**src/verilog/eth_tx_pkg.sv**
```systemverilog
package eth_tx_pkg;

  localparam int PREAMBLE_LEN = 8;  // 7 x 0x55 plus SFD
  localparam int HDR_LEN      = 22; // Preamble plus dst, src, type
  localparam int MIN_PAYLOAD  = 46;

  localparam logic [7:0]  PREAMBLE_BYTE = 8'h55;
  localparam logic [7:0]  SFD_BYTE      = 8'hD5;
  localparam logic [31:0] CRC_POLY      = 32'hEDB88320; // Reflected form

  typedef logic [47:0] mac_addr_t;
  typedef logic [10:0] length_t;

  typedef struct packed {
    mac_addr_t   dst_mac;
    mac_addr_t   src_mac;
    logic [15:0] ethertype;
    length_t     length;
  } frame_meta_t;

  typedef struct packed {
    logic       val;
    logic [7:0] dat;
  } phy_stream_t;

  typedef struct packed {
    logic        psel;
    logic        penable;
    logic        pwrite;
    logic [7:0]  paddr;
    logic [31:0] pwdata;
  } apb_req_t;

  typedef struct packed {
    logic [31:0] prdata;
    logic        pready;
    logic        pslverr;
  } apb_rsp_t;

  typedef enum logic [7:0] {
    CTRL     = 8'h00,
    STATUS   = 8'h04,
    SRC_LO   = 8'h08,
    SRC_HI   = 8'h0C,
    DST_LO   = 8'h10,
    DST_HI   = 8'h14,
    TYPE_LEN = 8'h18, // [15:0] ethertype, [26:16] length
    PAYLOAD  = 8'h1C
  } reg_addr_e;

  typedef enum logic [1:0] {
    IDLE,
    HDR,
    PLD,
    FCS
  } tx_state_e;

endpackage

```
**src/verilog/eth_crc32.sv**
```systemverilog
`timescale 1ns/1ns

module eth_crc32 (
  input  logic        clk,
  input  logic        fsm_rst,
  input  logic        en,
  input  logic [7:0]  dat,
  output logic [31:0] crc
);

  // Fold one byte, LSB first
  function automatic logic [31:0] crc_byte(
    input logic [31:0] c,
    input logic [7:0]  d
  );
    logic [31:0] r;
    r = c ^ {24'd0, d};
    for (int i = 0; i < 8; i++) begin
      if (r[0]) begin
        r = (r >> 1) ^ eth_tx_pkg::CRC_POLY;
      end else begin
        r = r >> 1;
      end
    end
    return r;
  endfunction

  always_ff @(posedge clk) begin
    if (fsm_rst) begin
      crc <= '1; // Standard all-ones seed
    end else if (en) begin
      crc <= crc_byte(crc, dat);
    end
  end

endmodule

```
**src/verilog/mac_tx.sv**
```systemverilog
`timescale 1ns/1ns

module mac_tx (
  input  logic                    clk,
  input  logic                    fsm_rst,
  input  eth_tx_pkg::frame_meta_t meta,
  input  logic                    tx_rdy,
  output logic                    tx_acc,
  output logic                    pld_req,
  input  logic [7:0]              pld_dat,
  output logic                    tx_done,
  output eth_tx_pkg::phy_stream_t phy
);

  localparam int HDR_CW = $clog2(eth_tx_pkg::HDR_LEN);
  localparam eth_tx_pkg::length_t MIN_LEN = eth_tx_pkg::length_t'(eth_tx_pkg::MIN_PAYLOAD);

  eth_tx_pkg::tx_state_e state;

  logic                                restart;
  logic [eth_tx_pkg::HDR_LEN-1:0][7:0] hdr_sr;
  logic [HDR_CW-1:0]                   hdr_cnt;
  eth_tx_pkg::length_t                 cur_len;
  eth_tx_pkg::length_t                 pld_total;
  eth_tx_pkg::length_t                 pld_cnt;
  logic [2:0]                          fcs_cnt;
  logic [31:0]                         fcs_sr;
  logic [31:0]                         fcs_word;
  logic [31:0]                         crc;
  logic                                crc_en;
  logic                                crc_clr;
  logic [7:0]                          nxt_byte;
  logic                                val_q;
  logic [7:0]                          dat_q;

  assign crc_clr = fsm_rst || (state == eth_tx_pkg::IDLE);

  eth_crc32 u_crc (
    .clk     (clk),
    .fsm_rst (crc_clr),
    .en      (crc_en),
    .dat     (nxt_byte),
    .crc     (crc)
  );

  assign fcs_word = (fcs_cnt == 3'd0) ? ~crc : fcs_sr; // CRC final on first FCS cycle

  // Byte that goes to the PHY register on this edge
  always_comb begin
    nxt_byte = 8'h00;
    crc_en   = 1'b0;
    case (state)
      eth_tx_pkg::HDR: begin
        nxt_byte = hdr_sr[eth_tx_pkg::HDR_LEN-1];
        crc_en   = (hdr_cnt >= HDR_CW'(eth_tx_pkg::PREAMBLE_LEN)); // From dst address on
      end
      eth_tx_pkg::PLD: begin
        nxt_byte = pld_req ? pld_dat : 8'h00; // Zero pad past length
        crc_en   = 1'b1;
      end
      eth_tx_pkg::FCS: nxt_byte = fcs_word[7:0];
      default: ;
    endcase
  end

  assign restart = fsm_rst || tx_done;

  always_ff @(posedge clk) begin
    if (restart) begin
      state   <= eth_tx_pkg::IDLE;
      tx_acc  <= 1'b0;
      pld_req <= 1'b0;
      tx_done <= 1'b0;
      val_q   <= 1'b0;
      hdr_cnt <= '0;
      pld_cnt <= '0;
      fcs_cnt <= '0;
    end else begin
      tx_acc <= 1'b0;
      case (state)
        eth_tx_pkg::IDLE: begin
          if (tx_rdy) begin
            tx_acc    <= 1'b1;
            state     <= eth_tx_pkg::HDR;
            cur_len   <= meta.length;
            pld_total <= (meta.length < MIN_LEN) ? MIN_LEN : meta.length;
            hdr_sr    <= {{(eth_tx_pkg::PREAMBLE_LEN-1){eth_tx_pkg::PREAMBLE_BYTE}},
                          eth_tx_pkg::SFD_BYTE, meta.dst_mac, meta.src_mac, meta.ethertype};
          end
        end
        eth_tx_pkg::HDR: begin
          val_q   <= 1'b1;
          dat_q   <= nxt_byte;
          hdr_sr  <= {hdr_sr[eth_tx_pkg::HDR_LEN-2:0], 8'h00};
          hdr_cnt <= hdr_cnt + 1'b1;
          if (hdr_cnt == HDR_CW'(eth_tx_pkg::HDR_LEN - 1)) begin
            state   <= eth_tx_pkg::PLD;
            pld_req <= (cur_len != '0);
          end
        end
        eth_tx_pkg::PLD: begin
          dat_q   <= nxt_byte;
          pld_cnt <= pld_cnt + 1'b1;
          if (pld_cnt == cur_len - 11'd1) pld_req <= 1'b0;
          if (pld_cnt == pld_total - 11'd1) state <= eth_tx_pkg::FCS;
        end
        eth_tx_pkg::FCS: begin
          if (fcs_cnt == 3'd4) begin
            val_q   <= 1'b0;
            tx_done <= 1'b1; // Also restarts the FSM next cycle
          end else begin
            dat_q   <= nxt_byte;
            fcs_sr  <= fcs_word >> 8;
            fcs_cnt <= fcs_cnt + 1'b1;
          end
        end
        default: ;
      endcase
    end
  end

  assign phy = '{val: val_q, dat: dat_q};

  a_val_no_gap: assert property (@(posedge clk) disable iff (fsm_rst)
    $fell(val_q) |-> (hdr_cnt == HDR_CW'(eth_tx_pkg::HDR_LEN) && pld_cnt == pld_total &&
                      fcs_cnt == 3'd4));

  a_req_in_pld: assert property (@(posedge clk) disable iff (fsm_rst)
    pld_req |-> (state == eth_tx_pkg::PLD));

endmodule

```
**src/verilog/eth_tx_regs.sv**
```systemverilog
`timescale 1ns/1ns

module eth_tx_regs #(
  parameter int FIFO_DEPTH = 64
) (
  input  logic                    clk,
  input  logic                    fsm_rst,
  input  eth_tx_pkg::apb_req_t    apb_req,
  output eth_tx_pkg::apb_rsp_t    apb_rsp,
  output eth_tx_pkg::frame_meta_t meta,
  output logic                    tx_rdy,
  input  logic                    tx_acc,
  input  logic                    pld_req,
  output logic [7:0]              pld_dat,
  input  logic                    tx_done,
  output logic                    irq_done
);

  localparam int AW = $clog2(FIFO_DEPTH);
  localparam logic [AW:0] FULL_CNT = FIFO_DEPTH[AW:0];

  logic [7:0]            fifo_mem [FIFO_DEPTH];
  logic [AW-1:0]         wr_ptr;
  logic [AW-1:0]         rd_ptr;
  logic [AW:0]           fifo_cnt;
  logic                  busy;
  logic [15:0]           frames_sent;
  logic                  access;
  logic                  err;
  logic                  wr_ok;
  logic                  push;
  logic                  start_ok;
  logic [31:0]           rdata;
  eth_tx_pkg::reg_addr_e addr;

  assign access = apb_req.psel && apb_req.penable;
  assign addr   = eth_tx_pkg::reg_addr_e'(apb_req.paddr);

  always_comb begin
    err   = 1'b0;
    rdata = '0;
    case (addr)
      eth_tx_pkg::CTRL:     err   = apb_req.pwrite && apb_req.pwdata[0] && busy;
      eth_tx_pkg::STATUS:   rdata = {frames_sent, 8'(fifo_cnt), 7'd0, busy};
      eth_tx_pkg::SRC_LO:   rdata = meta.src_mac[31:0];
      eth_tx_pkg::SRC_HI:   rdata = {16'd0, meta.src_mac[47:32]};
      eth_tx_pkg::DST_LO:   rdata = meta.dst_mac[31:0];
      eth_tx_pkg::DST_HI:   rdata = {16'd0, meta.dst_mac[47:32]};
      eth_tx_pkg::TYPE_LEN: rdata = {5'd0, meta.length, meta.ethertype};
      eth_tx_pkg::PAYLOAD:  err   = apb_req.pwrite && (fifo_cnt == FULL_CNT);
      default:              err   = 1'b1; // Unmapped offset
    endcase
  end

  assign wr_ok    = access && apb_req.pwrite && !err;
  assign push     = wr_ok && (addr == eth_tx_pkg::PAYLOAD);
  assign start_ok = wr_ok && (addr == eth_tx_pkg::CTRL) && apb_req.pwdata[0];

  assign apb_rsp = '{prdata:  (access && !apb_req.pwrite) ? rdata : 32'd0,
                     pready:  1'b1,
                     pslverr: access && err};

  always_ff @(posedge clk) begin
    if (wr_ok) begin
      case (addr)
        eth_tx_pkg::SRC_LO: meta.src_mac[31:0]  <= apb_req.pwdata;
        eth_tx_pkg::SRC_HI: meta.src_mac[47:32] <= apb_req.pwdata[15:0];
        eth_tx_pkg::DST_LO: meta.dst_mac[31:0]  <= apb_req.pwdata;
        eth_tx_pkg::DST_HI: meta.dst_mac[47:32] <= apb_req.pwdata[15:0];
        eth_tx_pkg::TYPE_LEN: begin
          meta.ethertype <= apb_req.pwdata[15:0];
          meta.length    <= apb_req.pwdata[26:16];
        end
        default: ;
      endcase
    end
  end

  always_ff @(posedge clk) begin
    if (push) fifo_mem[wr_ptr] <= apb_req.pwdata[7:0];
  end

  assign pld_dat = fifo_mem[rd_ptr]; // FWFT head

  always_ff @(posedge clk) begin
    if (fsm_rst) begin
      busy        <= 1'b0;
      tx_rdy      <= 1'b0;
      frames_sent <= '0;
      wr_ptr      <= '0;
      rd_ptr      <= '0;
      fifo_cnt    <= '0;
    end else begin
      if (start_ok) begin
        busy   <= 1'b1;
        tx_rdy <= 1'b1;
      end else if (tx_acc) begin
        tx_rdy <= 1'b0;
      end
      if (tx_done) begin
        busy        <= 1'b0;
        frames_sent <= frames_sent + 16'd1;
      end
      if (push) wr_ptr <= wr_ptr + 1'b1;
      if (pld_req) rd_ptr <= rd_ptr + 1'b1;
      case ({push, pld_req})
        2'b10:   fifo_cnt <= fifo_cnt + 1'b1;
        2'b01:   fifo_cnt <= fifo_cnt - 1'b1;
        default: ;
      endcase
    end
  end

  assign irq_done = tx_done;

  a_no_underflow: assert property (@(posedge clk) disable iff (fsm_rst)
    pld_req |-> (fifo_cnt != '0));

endmodule

```
**src/verilog/eth_tx_top.sv**
```systemverilog
`timescale 1ns/1ns

module eth_tx_top #(
  parameter int FIFO_DEPTH = 64
) (
  input  logic                    clk,
  input  logic                    fsm_rst,
  input  eth_tx_pkg::apb_req_t    apb_req,
  output eth_tx_pkg::apb_rsp_t    apb_rsp,
  output eth_tx_pkg::phy_stream_t phy,
  output logic                    irq_done
);

  eth_tx_pkg::frame_meta_t meta;
  logic                    tx_rdy;
  logic                    tx_acc;
  logic                    pld_req;
  logic [7:0]              pld_dat;
  logic                    tx_done;

  eth_tx_regs #(
    .FIFO_DEPTH (FIFO_DEPTH)
  ) u_regs (
    .clk      (clk),
    .fsm_rst  (fsm_rst),
    .apb_req  (apb_req),
    .apb_rsp  (apb_rsp),
    .meta     (meta),
    .tx_rdy   (tx_rdy),
    .tx_acc   (tx_acc),
    .pld_req  (pld_req),
    .pld_dat  (pld_dat),
    .tx_done  (tx_done),
    .irq_done (irq_done)
  );

  mac_tx u_mac_tx (
    .clk     (clk),
    .fsm_rst (fsm_rst),
    .meta    (meta),
    .tx_rdy  (tx_rdy),
    .tx_acc  (tx_acc),
    .pld_req (pld_req),
    .pld_dat (pld_dat),
    .tx_done (tx_done),
    .phy     (phy)
  );

endmodule

```
**config.mk**
```make
export PLATFORM = sky130hd
export DESIGN_NAME = eth_tx_top
export DESIGN_NICKNAME = d
export VERILOG_FILES = /design/src/verilog/eth_tx_pkg.sv /design/src/verilog/eth_crc32.sv /design/src/verilog/mac_tx.sv /design/src/verilog/eth_tx_regs.sv /design/src/verilog/eth_tx_top.sv
export SDC_FILE = /design/constraint.sdc
export NUM_CORES = 1
export LEC_CHECK = 0
export ABC_AREA = 1
export ABC_CLOCK_PERIOD_IN_PS = 20100
export BUFFER_PORTS_ARGS = -buffer_cell sky130_fd_sc_hd__buf_2
export CORE_MARGIN = 4
export CORE_UTILIZATION = 67
export DETAILED_ROUTE_END_ITERATION = 8
export HOLD_SLACK_MARGIN = 0.12
export PLACE_DENSITY_LB_ADDON = 0.15
export RECOVER_POWER = 25
export SLEW_MARGIN = 20
export SYNTH_ARGS = -nofsm -noshare
export SYNTH_HDL_FRONTEND = slang
export SYNTH_SLANG_ARGS = --single-unit
```
**constraint.sdc**
```tcl
create_clock -name clk -period 20.1 [get_ports clk]
set_clock_uncertainty 0.15 [all_clocks]
set_input_delay 4.02 -clock clk [delete_from_list [all_inputs] [get_ports clk]]
set_output_delay 4.02 -clock clk [all_outputs]
set_load 0.01 [all_outputs]
```
==> results of run 1 <==
==> sequential cells by signal, indices dropped and copies added, names as in the netlist, 5 cells and up, named ones only <==
name,cells
u_regs.fifo_mem,512
u_mac_tx.u_crc.crc,32
u_mac_tx.cur_len,11
u_mac_tx.dat_q,8
u_mac_tx.hdr_sr,176
u_mac_tx.pld_total,11
u_regs.fifo_cnt,7
u_regs.meta,123
u_regs.rd_ptr,6
u_regs.wr_ptr,6
u_mac_tx.hdr_cnt,5
u_mac_tx.fcs_sr,24
u_mac_tx.pld_cnt,11
u_regs.frames_sent,16
==> Yosys cell counts (2+ instances only) <==
library cell | instances | area (um2)
nor2_2 | 3 | 18.8
a211oi_1 | 6 | 45.0
inv_2 | 4 | 15.0
nand2_1 | 1158 | 4350
o31ai_1 | 9 | 67.6
nor2_1 | 199 | 747
nor3_1 | 35 | 175
or2_2 | 36 | 225
nand3_2 | 4 | 40.0
o21a_1 | 2 | 15.0
nand2_2 | 19 | 119
dfxtp_1 | 100 | 2000
nand4_1 | 6 | 37.5
xor2_1 | 48 | 420
ha_1 | 19 | 238
buf_8 | 2 | 30.0
o221ai_1 | 2 | 17.5
o2111ai_1 | 2 | 17.5
clkbuf_1 | 80 | 300
a221oi_1 | 14 | 123
edfxtp_1 | 865 | 26000
a31oi_1 | 11 | 68.8
nor4_1 | 4 | 25.0
buf_2 | 53 | 265
or2_1 | 3 | 18.8
nand2_4 | 3 | 33.8
a21oi_1 | 145 | 726
inv_1 | 225 | 845
nand3_1 | 481 | 2410
o22ai_1 | 28 | 175
buf_6 | 22 | 248
o21ai_1 | 12 | 60.1
xnor2_1 | 17 | 149
buf_4 | 26 | 195
buf_1 | 9 | 33.8
o211ai_1 | 6 | 45.0
inv_4 | 2 | 12.5
o21ai_0 | 124 | 621
clkinv_1 | 2 | 7.51
==> stage by stage <==
step	hold slack (ns)	cells	utilization, %
after floorplan	0.276	3798	-
after global placement	0.284	4507	69.0
after detailed placement	0.284	4507	69.0
after CTS	0.299	4682	74.0
after global routing	0.320	4683	73.9
final	0.304	4685	73.9
==> critical path: cells and delay by family <==
kind	cells	cell delay, ns
simple gates	6	2.18
buf+inv	3	0.40
compound gates	1	0.32
==> kinds of logic (layout without fill, tap and decap cells) <==
logic type      after synthesis  after routing  synth area share (%)
xor+xnor                     68             68                  1.53
buf+inv                     425            528                  4.75
compound gates              364            364                  4.89
flops                       965            965                  68.1
other cells                   1              3               0.00913
fa+ha+maj                    19             19                 0.579
simple gates               1956           1956                  20.1
==> how the worst max path moves through the flow <==
stage	startpoint	end	slack (ns)
2_1_floorplan	fsm_rst	u_mac_tx.hdr_sr[0]$_SDFFCE_PP0P_	5.95
3_3_place_gp	apb_req[33]	apb_rsp[23]	9.11
3_5_place_dp	apb_req[33]	apb_rsp[23]	9.10
4_1_cts	apb_req[33]	apb_rsp[23]	9.07
5_1_grt	apb_req[33]	apb_rsp[23]	8.85
6_report	apb_req[33]	apb_rsp[23]	9.02
==> power groups by stage <==
stage,Combinational (W),Sequential [W],Clock (W)
2_1_floorplan,0.00000540,0.00222,0
3_3_place_gp,0.0000361,0.00222,0
3_5_place_dp,0.0000372,0.00222,0
4_1_cts,0.0000372,0.00217,0.00177
6_report,0.0000364,0.00218,0.00176
5_1_grt,0.0000388,0.00217,0.00186
==> routing by layer <==
metal / global-route usage, % / wire length (um) / part of all wire (%) / vias to the layer above
met5: 0 / 0 / 0 / -
met2: 47.6 / 46700 / 46 / 1474
met1: 43.0 / 40900 / 41 / 13600
met3: 5.95 / 9780 / 9.7 / 239
li1: - / - / - / 13100
met4: 10.5 / 3430 / 3.4 / 0
==> cell type report <==
class	count	share of cell area [%]
well taps	782	2.19
clock inverters	62	1.37
diodes	2	0.0112
repair buffers	120	1.43
clock buffers	113	5.49
inverters	233	1.97
flip-flops and latches	965	62.6
multi-input cells	2408	24.9
==> out/qor.yml, run 1 <==
floorplan:
  rows: 90
  fp.dieW_um: 256
  die_area_um2: 65300
  ioPinCount: 89
  initial_core_util_pct: 67.9
  die_h_um: 256
  fp.coreArea_um2: 60500
critical_path:
  critical_path_class: "primary input to primary output"
  reg2reg_from: "u_mac_tx.state[1]$_SDFFE_PN0P_"
  path_common_cell: "buf_2"
  crit_arrival_ns: 6.91
  worst_path_max_delay_cell: "nand2_1"
  cp_cell_sequence: "buf_2 > nor2_1 > inv_1 > nor3_2 > nand2_1 > nand4_1 > nor3_1 > or2_2 > a21oi_1 > buf_2"
  worst-r2r-setup-slack_ns: 12.56
  cp_max_fo: 25
  r2r-end: "u_mac_tx.hdr_sr[89]$_DFFE_PP_"
  startpoint_type: "primary input"
  end_kind: "primary output"
  required_ns: 15.93
  cpPeakStageDelay_ns: 0.73
  worst-r2r-cell-count: 5
global_route:
  antenna_found_initial: 2
  grt_usage_pct: 30.2
  overflow: 0
  grt_pass1_wl_mm: 154
  grt_pass1_vias: 27400
  grt_max_degree: 102
timing:
  hold_viol: 0
  fmax_mhz: 90.3
  worst_slack_ns: 9.02
  setup-violations-final: 0
  slew_headroom_pct: -163
  max_slew.worst_pin.slew_ns: 3.94
  min_period_ns: 11.08
  post-route-period-util_pct: 55.1
  setup_tns_ns: 0
  rsz0062_at_grt: "no"
  drv_slew: 659
min_path:
  hold_depth: 0
  hp-class: "flip-flop to flip-flop"
  whs_endpoint: "u_mac_tx.cur_len[1]$_DFFE_PP_"
  hold_start: "u_regs.meta[1]$_DFFE_PP_"
layout:
  layout_common_cells: "nand2_1 (1161), edfxtp_1 (865), nand3_1 (481)"
  final-seq-area_um2: 28000
  final_area_um2: 44700
  fill_cells: 4035
  synthToLayoutAreaGrowth_pct: 8.91
  layout-drive-gt1-share_pct: 7.92
  multiInputGateArea_um2: 11200
  fin_nets: 3887
  final_common_cell: "nand2_1"
synth:
  ys_warn_count: 0
  netlist_area_um2: 41100
  synth.avg_cell_area_um2: 10.8
  seq_area_frac_synth_pct: 68.1
  ys_types: 51
  syn_nets: 3862
  netlist_instances: 3798
  synth_flop_cell: "edfxtp_1"
  async_flop_share_pct: 0
  ys_ff_latch: 965
  synth_edf_count: 865
cts:
  h-tree-depth: 3
  clock_latency_ns: 0.67
  cts-root-buf: "clkbuf_16"
  clk_pin_slew_ns: 0.06
  cts_tree: "done"
  clk_path_buf_depth: 3
  cts_setup_buffers: 0
  cts_inserted_buffers: 95
  ctsHoldBuffers: 0
  ctsResizeCount: 0
  cts_sinks: 965
power_and_ir_drop:
  clkPwrFrac_pct: 44.2
  switching_share_pct: 19.7
  pwr_density_cell_nw_per_um2: 88.8
  power_leakage_nw: 16.3
  p_int_w: 0.00318
  seq_power_share_pct: 54.8
  p_comb_share_pct: 0.9
  total_power_w: 0.00397
  peakVddDrop_mv: 0.102
  power_switching_w: 0.000783
route:
  num_vias: 28400
  drtIter0Drc: 3367
  drc_errors: 0
  ant_nets: 0
  wl_per_cell_um: 21.5
  first_pass_iters: 8
  post_drt_via_cell_ratio: 6.06
  wirelength_mm: 101
status:
  violations: "capacitance limit, slew limit"
  status: "complete, but fails checks"
placement:
  hpwl_mm: 61.7
  place_area_um2: 41700
  portBuffers: 87
  pre_cts_ws_ns: 9.10
  gp_congestion: 0.967
job:
  max-cap-violations: 9
Power figures use the tool's default switching activity.
==> run 2, diff against run 1 <==
- ABC_AREA: 1 -> 0
- ABC_CLOCK_PERIOD_IN_PS: 20100 -> 11400
- CORE_UTILIZATION: 67 -> 62
- clock period: 20.1 -> 11.4 ns (I/O delays scaled with it)
==> run 2 against run 1 <==
  * The run still ends with capacitance limit, slew limit left
  * Register-to-register slack got worse by 7.8 ns
  * Hold slack improved by 0.024 ns
  * Final cell count fell by 28%
  * Total power rose by 74%
  * Via count fell by 24%
  * Count of clock-buffer cells in the layout rose by 24
  * Sequential power rose by 76%
  * Critical path type unchanged
==> out/qor.yml, run 2 <==
status:
  violations: "capacitance limit, slew limit"
  status: "complete, but fails checks"
global_route:
  antenna_found_initial: 2  # unchanged
  grt_pass1_vias: 21500  # -22%
  grt_max_degree: 177  # +74%
  grt_usage_pct: 26.1  # -4.2 points
  grt_pass1_wl_mm: 133  # -14%
  overflow: 0  # unchanged
job:
  max-cap-violations: 9  # unchanged
synth:
  synth_flop_cell: "edfxtp_1"
  synth.avg_cell_area_um2: 16.7  # +55%
  netlist_top_cells_area: "edfxtp_1 (66%), mux4_2 (7.4%), dfxtp_1 (5.1%), mux2_2 (3.1%), nor2_1 (1.6%)"
  async_flop_share_pct: 0  # unchanged
  yosysMostFrequentCell: "edfxtp_1"
  ys_types: 76  # +49%
  syn_nets: 2424  # -37%
  synth_top_area_share_pct: 65.8  # +2.5 points
  netlist_area_um2: 39500  # -3.9%
  synth_edf_count: 865  # unchanged
  netlist_instances: 2360  # -38%
  synth_top_cells_by_count: "edfxtp_1 (865), nor2_1 (170), mux4_2 (130)"
  synth_top_area_cell: "edfxtp_1"
  ys_warn_count: 0  # unchanged
  seq_area_frac_synth_pct: 70.9  # +2.7 points
  ys_ff_latch: 965  # unchanged
cts:
  ctsHoldBuffers: 0  # unchanged
  cts_tree: "done"
  clk_path_buf_depth: 3  # unchanged
  cts-root-buf: "clkbuf_16"
  cts_setup_buffers: 0  # unchanged
  h-tree-depth: 3  # unchanged
  cts_inserted_buffers: 96  # +1.1%
  clock_latency_ns: 0.63  # -0.04 ns
  clk_pin_slew_ns: 0.06  # about the same
  cts_sinks: 965  # unchanged
  ctsResizeCount: 0  # unchanged
layout:
  n_antenna_cell: 0  # -2
  largestRegisters: "u_regs.fifo_mem x512, u_mac_tx.hdr_sr x176, u_regs.meta x123"
  top_register: "u_regs.fifo_mem"
  multiInputGateArea_um2: 10800  # -3.3%
  synthToLayoutAreaGrowth_pct: 10.4
  utilization_pct: 69.1  # -4.9 points
  final-seq-area_um2: 28000  # about the same
  fin_nets: 2509  # -35%
  largest_reg_flops: 512  # unchanged
  layout_common_cells: "edfxtp_1 (865), nor2_1 (166), mux4_2 (130)"
  final_common_cell: "edfxtp_1"
  layout-drive-gt1-share_pct: 19.9  # +12 points
  fin_cells: 3369  # -28%
  fill_cells: 4182  # +3.6%
timing:
  fmax_mhz: 120
  hold_viol: 0  # unchanged
  min_period_ns: 8.34
  setup-violations-final: 0  # unchanged
  slew_headroom_pct: -151  # +11 points
  drv_slew: 591  # -10%
  post-route-period-util_pct: 73.1
  hold-worst-slack_ns: 0.329  # +0.0241 ns
  setup_tns_ns: 0  # unchanged
  max_slew.worst_pin.slew_ns: 3.77  # -0.171 ns
  rsz0062_at_grt: "no"
route:
  num_vias: 21500  # -24%
  wirelength_mm: 87.7  # -13%
  wl_per_cell_um: 26.0  # +21%
  drc_errors: 0  # unchanged
  drtIter0Drc: 2734  # -19%
  ant_nets: 0  # unchanged
  post_drt_via_cell_ratio: 6.38  # +5.3%
  first_pass_iters: 7  # -1
floorplan:
  die_area_um2: 67800  # +3.8%
  fp.coreArea_um2: 63100  # +4.3%
  rows: 92  # +2.2%
  die_h_um: 260  # +1.9%
  ioPinCount: 89  # unchanged
  initial_core_util_pct: 62.6  # -5.3 points
  fp.dieW_um: 260  # +1.9%
critical_path:
  worst-r2r-setup-slack_ns: 4.75  # -7.81 ns
  startpoint_type: "primary input"
  end_kind: "primary output"
  worst-r2r-cell-count: 5  # unchanged
  crit_arrival_ns: 5.91  # -1.00 ns
  reg2reg_from: "u_mac_tx.state[1]$_SDFFE_PN0P_"
  required_ns: 8.97  # -6.96 ns
  critical_path_class: "primary input to primary output"
  r2r-end: "u_mac_tx.hdr_sr[28]$_DFFE_PP_"
  cp_max_fo: 70  # +180%
min_path:
  hold_start: "u_regs.rd_ptr[5]$_SDFFE_PP0P_"
  hold_depth: 2  # +2
  hp-class: "flip-flop to flip-flop"
power_and_ir_drop:
  peakVddDrop_mv: 0.155  # +52%
  power_leakage_nw: 13.6  # -16%
  total_power_w: 0.00690  # +74%
  pwr_density_cell_nw_per_um2: 158  # +78%
placement:
  gp_congestion: 0.884  # -8.6%
  hpwl_mm: 53.4  # -14%
  place_inst: 3192  # -29%
  portBuffers: 87  # unchanged
-- run 2: stage by stage --
stage,setup slack [ns],area [um2]
floorplan,3.21,39500
detailed placement,4.39,40600
finish,3.06,43600
global placement,4.58,40600
global route,2.54,43600
CTS,4.37,43600
-- run 2: cells by family after synthesis --
| logic type | synth area share (%) |
|---|---|
| mux | 11.6 |
| other cells | 0.00950 |
| compound gates | 4.78 |
| fa+ha+maj | 0.602 |
| xor+xnor | 3.60 |
| buf+inv | 1.98 |
| flops | 70.9 |
| simple gates | 6.58 |
-- run 2: critical path, cell delays in order --
cell	delay (ns)
buf_2	0.07
clkbuf_1	2.35
nand4_1	0.49
o22ai_1	0.36
a21oi_1	0.11
nor2_1	0.09
buf_2	0.14
-- run 2: worst max path at each step --
stage                startpoint                          endpoint  cells past startpoint
floorplan               fsm_rst  u_mac_tx.hdr_sr[0]$_SDFFCE_PP0P_                      3
CTS                 apb_req[37]                        apb_rsp[3]                      7
detailed placement  apb_req[37]                        apb_rsp[3]                      7
finish               apb_req[0]                        apb_rsp[0]                      7
global placement    apb_req[42]                        apb_rsp[3]                      7
global route         apb_req[0]   u_regs.fifo_cnt[6]$_SDFFE_PP0P_                     17
-- run 2: area by class of cell --
type | instances | share of cell area [%]
clock buffers | 137 | 6.18
clock inverters | 39 | 0.686
inverters | 22 | 0.189
multi-input cells | 1237 | 24.8
flip-flops and latches | 965 | 64.2
well taps | 846 | 2.43
repair buffers | 123 | 1.55
-- run 2: power by group --
part	switching [W]	leakage (nW)	internal, W
clock network	0.00128	1.45	0.00173
logic	0.0000484	3.60	0.00000659
registers	0.0000000147	8.59	0.00384
-- run 2: per-layer routing --
layer,GRT usage (%),up-vias,share of wire (%),routed length [um]
li1,-,9325,-,-
met1,37.3,10900,40,35200
met2,41.3,1042,48,42200
met3,5.69,177,9.1,7960
met4,7.41,2,2.6,2290
met5,0,-,0.015,13
